[config.mk]
export PLATFORM = sky130hd
export DESIGN_NAME = ex_stage
export DESIGN_NICKNAME = d
export VERILOG_FILES = /design/src/logic/mips_pkg.sv /design/src/logic/ex_ctrl_if.sv /design/src/logic/alu.sv /design/src/logic/alu_control.sv /design/src/logic/ex_mem_latch.sv /design/src/logic/ex_operand_sel.sv /design/src/logic/ex_stage.sv
export VERILOG_INCLUDE_DIRS = /design/src /design/src/logic
export SDC_FILE = /design/constraint.sdc
export NUM_CORES = 1
export LEC_CHECK = 0
export ABC_CLOCK_PERIOD_IN_PS = 17600
export BUFFER_PORTS_ARGS = -buffer_cell sky130_fd_sc_hd__clkbuf_2
export CORE_UTILIZATION = 40
export CTS_BUF_LIST = sky130_fd_sc_hd__clkbuf_4 sky130_fd_sc_hd__clkbuf_8
export CTS_CLUSTER_DIAMETER = 30
export DETAILED_ROUTE_END_ITERATION = 12
export HOLD_SLACK_MARGIN = 0.02
export PLACE_DENSITY_LB_ADDON = 0.05
export SLEW_MARGIN = 15
export SYNTH_ARGS = -nofsm -noshare
export SYNTH_HDL_FRONTEND = slang
export SYNTH_SLANG_ARGS = --single-unit
[constraint.sdc]
create_clock -name i_clock -period 17.6 [get_ports i_clock]
set_clock_uncertainty 0.05 [all_clocks]
set_input_delay 0.88 -clock i_clock [delete_from_list [all_inputs] [get_ports i_clock]]
set_output_delay 0.88 -clock i_clock [all_outputs]
set_load 0.02 [all_outputs]
[src/logic/mips_ex_settings.svh]
`ifndef MIPS_EX_SETTINGS_SVH
`define MIPS_EX_SETTINGS_SVH

// Datapath word width
`define MIPS_DATA_W 32

// ALU control code width for the funct-derived code set
`define MIPS_ALU_CTRL_W 4

// Register index width (rs, rt, rd and shamt fields)
`define MIPS_REG_W 5

`endif

[src/logic/mips_pkg.sv]
`include "mips_ex_settings.svh"

package mips_pkg;

   ////////////////////////////////////////
   // ALU codes and control classes
   ////////////////////////////////////////

   typedef enum logic [`MIPS_ALU_CTRL_W-1:0]
   {
      ALU_AND = 4'b0000,
      ALU_OR  = 4'b0001,
      ALU_ADD = 4'b0010,
      ALU_SUB = 4'b0110,
      ALU_SLT = 4'b0111,
      ALU_XOR = 4'b1001,
      ALU_NOR = 4'b1010,
      ALU_SLL = 4'b1011,
      ALU_SRL = 4'b1100,
      ALU_SRA = 4'b1101
   } alu_ctrl_t;

   // Class sent by the main control
   typedef enum logic [2:0]
   {
      OP_RTYPE, // Code comes from funct
      OP_ADD,   // Loads, stores, addi
      OP_SUB,   // beq compare
      OP_ANDI,
      OP_ORI,
      OP_XORI,
      OP_SLTI,
      OP_LUI
   } alu_op_t;

   typedef enum logic [2:0]
   {
      B_REG_RT,
      B_IMM_SEXT,
      B_IMM_ZEXT,
      B_SHAMT,
      B_RS_LOW,  // Variable shift amount
      B_CONST16  // LUI shift amount
   } b_src_t;

   typedef enum logic [1:0]
   {
      A_REG_RS,
      A_REG_RT,
      A_IMM     // Zero-extended immediate for LUI
   } a_src_t;

   ////////////////////////////////////////
   // Instruction word views
   ////////////////////////////////////////

   typedef struct packed
   {
      logic [5:0]             opcode;
      logic [`MIPS_REG_W-1:0] rs;
      logic [`MIPS_REG_W-1:0] rt;
      logic [`MIPS_REG_W-1:0] rd;
      logic [`MIPS_REG_W-1:0] shamt;
      logic [5:0]             funct;
   } r_fields_t;

   typedef struct packed
   {
      logic [5:0]             opcode;
      logic [`MIPS_REG_W-1:0] rs;
      logic [`MIPS_REG_W-1:0] rt;
      logic [15:0]            imm16;
   } i_fields_t;

   // Same 32 bits decoded two ways
   typedef union packed
   {
      r_fields_t r;
      i_fields_t i;
   } instr_u;

   // Function field values
   localparam logic [5:0] FUNCT_SLL  = 6'h00;
   localparam logic [5:0] FUNCT_SRL  = 6'h02;
   localparam logic [5:0] FUNCT_SRA  = 6'h03;
   localparam logic [5:0] FUNCT_SLLV = 6'h04;
   localparam logic [5:0] FUNCT_SRLV = 6'h06;
   localparam logic [5:0] FUNCT_SRAV = 6'h07;
   localparam logic [5:0] FUNCT_ADDU = 6'h21;
   localparam logic [5:0] FUNCT_SUBU = 6'h23;
   localparam logic [5:0] FUNCT_AND  = 6'h24;
   localparam logic [5:0] FUNCT_OR   = 6'h25;
   localparam logic [5:0] FUNCT_XOR  = 6'h26;
   localparam logic [5:0] FUNCT_NOR  = 6'h27;
   localparam logic [5:0] FUNCT_SLT  = 6'h2a;

endpackage

[src/logic/ex_ctrl_if.sv]
`timescale 1ns/1ps

// Decoded execute controls from decoder to datapath
interface ex_ctrl_if;

   mips_pkg::alu_ctrl_t alu_ctrl; // ALU operation code
   mips_pkg::a_src_t    a_src;    // Operand A mux select
   mips_pkg::b_src_t    b_src;    // Operand B mux select
   logic                dst_rd;   // Set to write rd instead of rt

   modport decoder
   (
      output alu_ctrl,
      output a_src,
      output b_src,
      output dst_rd
   );

   modport operand
   (
      input a_src,
      input b_src
   );

   modport alu
   (
      input alu_ctrl
   );

endinterface

[src/logic/alu.sv]
`timescale 1ns/1ps
`include "mips_ex_settings.svh"

module alu
(
   ex_ctrl_if.alu                  i_ctrl,
   input  logic [`MIPS_DATA_W-1:0] i_op_a,
   input  logic [`MIPS_DATA_W-1:0] i_op_b,
   output logic [`MIPS_DATA_W-1:0] o_result,
   output logic                    o_zero
);

   logic [`MIPS_REG_W-1:0] shift_amt;
   logic                   a_lt_b;

   // Shifts see only the low five bits of B
   assign shift_amt = i_op_b[`MIPS_REG_W-1:0];

   // Signed compare for slt and slti
   assign a_lt_b = ($signed(i_op_a) < $signed(i_op_b));

   ////////////////////////////////////////
   // Operation decode
   ////////////////////////////////////////

   always_comb
   begin
      case (i_ctrl.alu_ctrl)
         mips_pkg::ALU_AND:
         begin
            o_result = i_op_a & i_op_b;             // and, andi
         end
         mips_pkg::ALU_OR:
         begin
            o_result = i_op_a | i_op_b;             // or, ori
         end
         mips_pkg::ALU_ADD:
         begin
            o_result = i_op_a + i_op_b;             // No overflow trap
         end
         mips_pkg::ALU_SUB:
         begin
            o_result = i_op_a - i_op_b;
         end
         mips_pkg::ALU_SLT:
         begin
            o_result = {{(`MIPS_DATA_W-1){1'b0}}, a_lt_b};
         end
         mips_pkg::ALU_XOR:
         begin
            o_result = i_op_a ^ i_op_b;             // xor, xori
         end
         mips_pkg::ALU_NOR:
         begin
            o_result = ~(i_op_a | i_op_b);
         end
         mips_pkg::ALU_SLL:
         begin
            o_result = i_op_a << shift_amt;         // sll, sllv, lui
         end
         mips_pkg::ALU_SRL:
         begin
            o_result = i_op_a >> shift_amt;
         end
         mips_pkg::ALU_SRA:
         begin
            // Sign bit fills from the left
            o_result = $unsigned($signed(i_op_a) >>> shift_amt);
         end
         default:
         begin
            o_result = i_op_a + i_op_b;             // Same fallback as unknown funct
         end
      endcase
   end

   assign o_zero = (o_result == '0); // beq condition

endmodule

[src/logic/alu_control.sv]
`timescale 1ns/1ps

module alu_control
(
   input  mips_pkg::alu_op_t i_alu_op,
   input  mips_pkg::instr_u  i_instr,
   ex_ctrl_if.decoder        o_ctrl
);

   logic [5:0] funct;

   assign funct = i_instr.r.funct; // R view only

   always_comb
   begin
      // Register-register add unless told otherwise
      o_ctrl.alu_ctrl = mips_pkg::ALU_ADD;
      o_ctrl.a_src    = mips_pkg::A_REG_RS;
      o_ctrl.b_src    = mips_pkg::B_REG_RT;
      o_ctrl.dst_rd   = 1'b0;

      case (i_alu_op)
         mips_pkg::OP_RTYPE:
         begin
            o_ctrl.dst_rd = 1'b1;
            case (funct)
               mips_pkg::FUNCT_ADDU: o_ctrl.alu_ctrl = mips_pkg::ALU_ADD;
               mips_pkg::FUNCT_SUBU: o_ctrl.alu_ctrl = mips_pkg::ALU_SUB;
               mips_pkg::FUNCT_AND:  o_ctrl.alu_ctrl = mips_pkg::ALU_AND;
               mips_pkg::FUNCT_OR:   o_ctrl.alu_ctrl = mips_pkg::ALU_OR;
               mips_pkg::FUNCT_XOR:  o_ctrl.alu_ctrl = mips_pkg::ALU_XOR;
               mips_pkg::FUNCT_NOR:  o_ctrl.alu_ctrl = mips_pkg::ALU_NOR;
               mips_pkg::FUNCT_SLT:  o_ctrl.alu_ctrl = mips_pkg::ALU_SLT;
               // Fixed shifts of rt by shamt
               mips_pkg::FUNCT_SLL, mips_pkg::FUNCT_SRL, mips_pkg::FUNCT_SRA:
               begin
                  o_ctrl.a_src = mips_pkg::A_REG_RT;
                  o_ctrl.b_src = mips_pkg::B_SHAMT;
                  if (funct == mips_pkg::FUNCT_SLL)
                     o_ctrl.alu_ctrl = mips_pkg::ALU_SLL;
                  else if (funct == mips_pkg::FUNCT_SRL)
                     o_ctrl.alu_ctrl = mips_pkg::ALU_SRL;
                  else
                     o_ctrl.alu_ctrl = mips_pkg::ALU_SRA;
               end
               // Variable shifts of rt by rs[4:0]
               mips_pkg::FUNCT_SLLV, mips_pkg::FUNCT_SRLV, mips_pkg::FUNCT_SRAV:
               begin
                  o_ctrl.a_src = mips_pkg::A_REG_RT;
                  o_ctrl.b_src = mips_pkg::B_RS_LOW;
                  if (funct == mips_pkg::FUNCT_SLLV)
                     o_ctrl.alu_ctrl = mips_pkg::ALU_SLL;
                  else if (funct == mips_pkg::FUNCT_SRLV)
                     o_ctrl.alu_ctrl = mips_pkg::ALU_SRL;
                  else
                     o_ctrl.alu_ctrl = mips_pkg::ALU_SRA;
               end
               default: o_ctrl.alu_ctrl = mips_pkg::ALU_ADD; // Unknown funct adds
            endcase
         end
         mips_pkg::OP_ADD:
         begin
            o_ctrl.alu_ctrl = mips_pkg::ALU_ADD;
            o_ctrl.b_src    = mips_pkg::B_IMM_SEXT; // Address offset
         end
         mips_pkg::OP_SUB:
         begin
            o_ctrl.alu_ctrl = mips_pkg::ALU_SUB;    // Zero flag drives beq
         end
         mips_pkg::OP_ANDI:
         begin
            o_ctrl.alu_ctrl = mips_pkg::ALU_AND;
            o_ctrl.b_src    = mips_pkg::B_IMM_ZEXT;
         end
         mips_pkg::OP_ORI:
         begin
            o_ctrl.alu_ctrl = mips_pkg::ALU_OR;
            o_ctrl.b_src    = mips_pkg::B_IMM_ZEXT;
         end
         mips_pkg::OP_XORI:
         begin
            o_ctrl.alu_ctrl = mips_pkg::ALU_XOR;
            o_ctrl.b_src    = mips_pkg::B_IMM_ZEXT;
         end
         mips_pkg::OP_SLTI:
         begin
            o_ctrl.alu_ctrl = mips_pkg::ALU_SLT;
            o_ctrl.b_src    = mips_pkg::B_IMM_SEXT; // Signed compare
         end
         mips_pkg::OP_LUI:
         begin
            // imm16 << 16 through the shifter
            o_ctrl.alu_ctrl = mips_pkg::ALU_SLL;
            o_ctrl.a_src    = mips_pkg::A_IMM;
            o_ctrl.b_src    = mips_pkg::B_CONST16;
         end
         default:
         begin
            o_ctrl.alu_ctrl = mips_pkg::ALU_ADD;
         end
      endcase
   end

endmodule

[src/logic/ex_mem_latch.sv]
`timescale 1ns/1ps
`include "mips_ex_settings.svh"

module ex_mem_latch
(
   input  logic                    i_clock,
   input  logic                    i_reset,
   input  logic                    i_stall,     // Hold everything
   input  logic                    i_valid,
   input  logic [`MIPS_DATA_W-1:0] i_result,
   input  logic                    i_zero,
   input  logic [`MIPS_DATA_W-1:0] i_rt_data,   // Store data for MEM
   input  logic [`MIPS_REG_W-1:0]  i_write_reg,
   output logic                    o_valid,
   output logic [`MIPS_DATA_W-1:0] o_result,
   output logic                    o_zero,
   output logic [`MIPS_DATA_W-1:0] o_rt_data,
   output logic [`MIPS_REG_W-1:0]  o_write_reg
);

   ////////////////////////////////////////
   // EX/MEM register
   ////////////////////////////////////////

   always_ff @(posedge i_clock)
   begin
      if (i_reset)
      begin
         // Bubble with clean payload
         o_valid     <= 1'b0;
         o_result    <= '0;
         o_zero      <= 1'b0;
         o_rt_data   <= '0;
         o_write_reg <= '0;
      end
      else if (!i_stall)
      begin
         o_valid     <= i_valid;     // Tracks the sampled valid
         o_result    <= i_result;
         o_zero      <= i_zero;
         o_rt_data   <= i_rt_data;
         o_write_reg <= i_write_reg;
      end
      // Stalled edge keeps the previous item in place
   end

endmodule

[src/logic/ex_operand_sel.sv]
`timescale 1ns/1ps
`include "mips_ex_settings.svh"

module ex_operand_sel
(
   ex_ctrl_if.operand              i_ctrl,
   input  mips_pkg::instr_u        i_instr,
   input  logic [`MIPS_DATA_W-1:0] i_rs_data,
   input  logic [`MIPS_DATA_W-1:0] i_rt_data,
   output logic [`MIPS_DATA_W-1:0] o_op_a,
   output logic [`MIPS_DATA_W-1:0] o_op_b
);

   localparam int LUI_SHIFT = 16; // Upper half placement

   logic [15:0]             imm16;
   logic [`MIPS_DATA_W-1:0] imm_sext;
   logic [`MIPS_DATA_W-1:0] imm_zext;
   logic [`MIPS_DATA_W-1:0] shamt_ext;
   logic [`MIPS_DATA_W-1:0] rs_low;
   logic [`MIPS_DATA_W-1:0] const16;

   assign imm16    = i_instr.i.imm16;                              // I view
   assign imm_sext = {{(`MIPS_DATA_W-16){imm16[15]}}, imm16};
   assign imm_zext = {{(`MIPS_DATA_W-16){1'b0}}, imm16};
   assign shamt_ext = {{(`MIPS_DATA_W-`MIPS_REG_W){1'b0}}, i_instr.r.shamt}; // R view
   assign rs_low   = {{(`MIPS_DATA_W-`MIPS_REG_W){1'b0}}, i_rs_data[`MIPS_REG_W-1:0]};
   assign const16  = `MIPS_DATA_W'(LUI_SHIFT);

   ////////////////////////////////////////
   // Operand A
   ////////////////////////////////////////

   always_comb
   begin
      case (i_ctrl.a_src)
         mips_pkg::A_REG_RS: o_op_a = i_rs_data;
         mips_pkg::A_REG_RT: o_op_a = i_rt_data; // Shift source
         mips_pkg::A_IMM:    o_op_a = imm_zext;  // LUI
         default:            o_op_a = i_rs_data;
      endcase
   end

   ////////////////////////////////////////
   // Operand B
   ////////////////////////////////////////

   always_comb
   begin
      case (i_ctrl.b_src)
         mips_pkg::B_REG_RT:   o_op_b = i_rt_data;
         mips_pkg::B_IMM_SEXT: o_op_b = imm_sext;  // addi, lw, sw, slti
         mips_pkg::B_IMM_ZEXT: o_op_b = imm_zext;  // Logic immediates
         mips_pkg::B_SHAMT:    o_op_b = shamt_ext;
         mips_pkg::B_RS_LOW:   o_op_b = rs_low;    // Only 5 bits count
         mips_pkg::B_CONST16:  o_op_b = const16;
         default:              o_op_b = i_rt_data;
      endcase
   end

endmodule

[src/logic/ex_stage.sv]
`timescale 1ns/1ps
`include "mips_ex_settings.svh"

module ex_stage
(
   input  logic                    i_clock,
   input  logic                    i_reset,
   input  logic                    i_valid,
   input  logic                    i_stall,
   input  logic [2:0]              i_alu_op,    // Class from main control
   input  logic [`MIPS_DATA_W-1:0] i_instr,
   input  logic [`MIPS_DATA_W-1:0] i_rs_data,
   input  logic [`MIPS_DATA_W-1:0] i_rt_data,
   output logic                    o_valid,
   output logic [`MIPS_DATA_W-1:0] o_result,
   output logic                    o_zero,
   output logic [`MIPS_DATA_W-1:0] o_rt_data,
   output logic [`MIPS_REG_W-1:0]  o_write_reg
);

   mips_pkg::instr_u        instr;
   mips_pkg::alu_op_t       alu_op;
   logic [`MIPS_DATA_W-1:0] op_a;
   logic [`MIPS_DATA_W-1:0] op_b;
   logic [`MIPS_DATA_W-1:0] alu_result;
   logic                    alu_zero;
   logic [`MIPS_REG_W-1:0]  write_reg;

   assign instr  = i_instr;
   assign alu_op = mips_pkg::alu_op_t'(i_alu_op);

   ex_ctrl_if ctrl ();

   ////////////////////////////////////////
   // Combinational execute path
   ////////////////////////////////////////

   alu_control u_alu_control (.i_alu_op(alu_op), .i_instr(instr), .o_ctrl(ctrl));

   ex_operand_sel u_operand_sel
   (
      .i_ctrl    (ctrl),
      .i_instr   (instr),
      .i_rs_data (i_rs_data),
      .i_rt_data (i_rt_data),
      .o_op_a    (op_a),
      .o_op_b    (op_b)
   );

   alu u_alu (.i_ctrl(ctrl), .i_op_a(op_a), .i_op_b(op_b), .o_result(alu_result),
              .o_zero(alu_zero));

   // R-type writes rd, everything else rt
   assign write_reg = ctrl.dst_rd ? instr.r.rd : instr.r.rt;

   ex_mem_latch u_ex_mem
   (
      .i_clock     (i_clock),
      .i_reset     (i_reset),
      .i_stall     (i_stall),
      .i_valid     (i_valid),
      .i_result    (alu_result),
      .i_zero      (alu_zero),
      .i_rt_data   (i_rt_data),
      .i_write_reg (write_reg),
      .o_valid     (o_valid),
      .o_result    (o_result),
      .o_zero      (o_zero),
      .o_rt_data   (o_rt_data),
      .o_write_reg (o_write_reg)
   );

endmodule

==> results.yml <==
sta:
  hold_slack_ns: 0.420
  fmax_mhz: 109
  worst_slack_ns: 8.41
  tightest_slew_ns: 1.29
  period_minus_slack_ns: 9.19
  period_share_pct: 52.2
  setup_tns_ns: 0
  finalSetupViolations: 0
  final_max_slew_viol_count: 0
  hold_viol: 0
  rsz0062_at_grt: "no"
  slew_headroom_pct: 12.9
synthesis:
  syn_nets: 2316
  ys_async_sr_fraction_pct: 0
  synth_enable_flop_cells: 0
  synth_top_area_cell: "dfxtp_1"
  ys_seq_area_share_pct: 9.97
  postSynthCellCount: 2118
  syn_area_um2: 14300
  synth-seq-cells: 71
  synth.distinct_cells: 98
  synth_area_leaders: "dfxtp_1 10%, ha_1 8.2%, mux2i_1 8.0%, nor2_1 6.3%, a21oi_1 6.0%"
  synth_ff_type: "dfxtp_1"
  yosysTopAreaCellShare_pct: 9.97
  ys_warn_count: 0
  avgSynthCellArea_um2: 6.73
power:
  p_int_mw: 0.461
  power.switching_mw: 0.559
  cellLeakagePower_nw: 6.40
  switching_share_pct: 54.8
  ir_drop_uv: 73.1
  cellPowerDensity_nw_per_um2: 65.4
  p_comb_share_pct: 69.3
  clkPwrFrac_pct: 12.9
  p_seq_share_pct: 17.8
clock_tree:
  cts_buffers: 9
  cts_buffer_depth: 2
  h-tree-depth: 3
  cts_tree: "yes"
  cts_root_buf: "clkbuf_8"
  ctsHoldBuffers: 0
  postCtsSetupBuffers: 0
  cts.sinks: 71
  worstSkewPairLatency_ns: 0.35
  path_clk_slew_ns: 0.08
  ctsResizeCount: 0
job:
  maxCapViolations: 0
critical_path:
  critPathLaunchType: "input pin"
  crit_type: "in -> reg"
  cp.arrival_ns: 9.41
  crit_chain: "clkbuf_2 > or4_4 > nor3_2 > ha_2 > a22oi_1 > o21ai_0 > inv_1 > ha_1 > fa_1 > nor2_1 > o31ai_1 > a2111oi_0 > o31ai_1 > buf_4 > a211oi_1 > nor2_1 > o2111ai_1 > nand4_1 > nor2_1 > nor4bb_1 > nand4_1 > or4b_1 > o31ai_2"
  worstSetupEndpointType: "flip-flop"
  critical_path.max_fanout: 33
  cpMostUsedCell: "nor2_1"
  required_ns: 17.82
  crit_path_max_incr_delay_ns: 0.85
  path_buf_inv: 3
  slowest_stage: "o21ai_0"
  crit_family: "compound AO/OA/AOI/OAI gates"
drt:
  first_pass_iters: 6
  drc: 0
  via_per_inst: 7.07
  wl_per_cell_um: 30.1
  wl_um: 79400
  antenna_left: 0
  first_iter_violations: 2990
  num_vias: 18600
final_layout:
  stdcell_count: 2634
  area_growth_pct: 9.35
  stdcell_area_um2: 15600
  antenna_cells: 0
  final.fill_count: 3794
  final_nets: 2373
  drive_above_1_share_pct: 14.0
worst_hold_path:
  hold_path_class: "reg -> reg"
placement:
  place_area_um2: 15400
  io_buffer_count: 162
  dpl.hpwl_um: 61600
  dpl.cell_count: 2619
  place.gp.congestion: 1.04
  place_worst_setup_slack_ns: 8.50
grt:
  grt_pass1_vias: 17000
  antenna_found_initial: 3
  grt.total_usage_pct: 42.7
  grt_pass1_wl_um: 116000
  grt_max_degree: 80
  grt-ovfl-total: 0
outcome:
  status: "finished clean"
floorplan:
  start_util_pct: 41.0
  fp-row-count: 68
  die_x_um: 191
  dieArea_um2: 36400
  die_h_um: 191
  io_pins: 174
  core_area_um2: 34800
-- path summary, 6_finish.rpt --
path	slack, ns	to	depth (start not counted)	startpoint
worst max-delay path	8.41	u_ex_mem.o_zero	23	i_alu_op[1]
worst min-delay path	0.42	u_ex_mem.o_result[29]	2	u_ex_mem.o_result[29]
worst max register to register	16.70	u_ex_mem.o_result[3]	3	u_ex_mem.o_result[3]
worst min register to register	0.42	u_ex_mem.o_result[29]	2	u_ex_mem.o_result[29]
-- stage by stage --
stage	total power, mW	util (%)
final	1.02	44.8
after global routing	1.06	44.8
after CTS	0.987	44.8
after detailed placement	0.853	44.2
after global placement	0.854	44.2
after floorplan	0.621	-
-- placed cells by master (no fill, tap or decap), drive strengths merged, types with 71 or more instances in the layout --
cell type,n
a21oi,171
o21ai,151
dfxtp,71
nor2,240
mux2i,114
ha,93
inv,97
clkbuf,171
nand2,188
-- synth_stat cells, types with 28 or more instances --
| library cell | number |
|---|---|
| a221oi_1 | 28 |
| a21oi_1 | 171 |
| a31oi_1 | 34 |
| clkbuf_1 | 112 |
| dfxtp_1 | 71 |
| nand3_1 | 56 |
| a211oi_1 | 66 |
| inv_1 | 93 |
| nor2_1 | 240 |
| nand2_1 | 188 |
| nor4_1 | 29 |
| o21ai_0 | 137 |
| nor3_1 | 65 |
| a22oi_1 | 39 |
| mux2i_1 | 114 |
| o211ai_1 | 36 |
| ha_1 | 93 |
-- kinds of logic (layout without fill, tap and decap cells) --
logic type | count (synthesis) | after routing | share of synthesized area, %
compound gates | 812 | 812 | 39.4
simple gates | 718 | 718 | 23.6
buf+inv | 267 | 328 | 7.60
mux | 132 | 132 | 9.58
fa+ha+maj | 95 | 95 | 8.44
flops | 71 | 71 | 9.97
xor+xnor | 23 | 23 | 1.41
-- per-layer routing --
layer	share of wire (%)	global-route usage, %	vias to the layer above
li1	-	-	8151
met1	41	59.7	8815
met2	41	61.1	1411
met3	13	10.5	236
met4	4.7	18.4	4
met5	0.038	0	-
-- final cells by class --
cell class              count  area (µm²)  area share (%)
well taps                 455         569            3.65
inverters                 100         378            2.42
clock buffers              10         138           0.882
clock inverters             5        58.8           0.377
multi-input cells        1780       11800            75.9
repair buffers            213        1200            7.67
flip-flops and latches     71        1420            9.11
-- power by group through the flow --
stage	sequential, mW	clock, mW	combinational, mW
4_1_cts	0.181	0.134	0.672
3_5_place_dp	0.185	0	0.669
3_3_place_gp	0.184	0	0.670
5_1_grt	0.183	0.140	0.741
6_report	0.181	0.132	0.707
2_1_floorplan	0.200	0	0.421
-- worst register-to-register path, stage by stage (launching register included) --
cell     delay [ns]
dfxtp_1        0.32
and2_1         0.15
a41oi_1        0.18
nor2_1         0.07
Note: power is estimated with default switching activity, not from simulation.
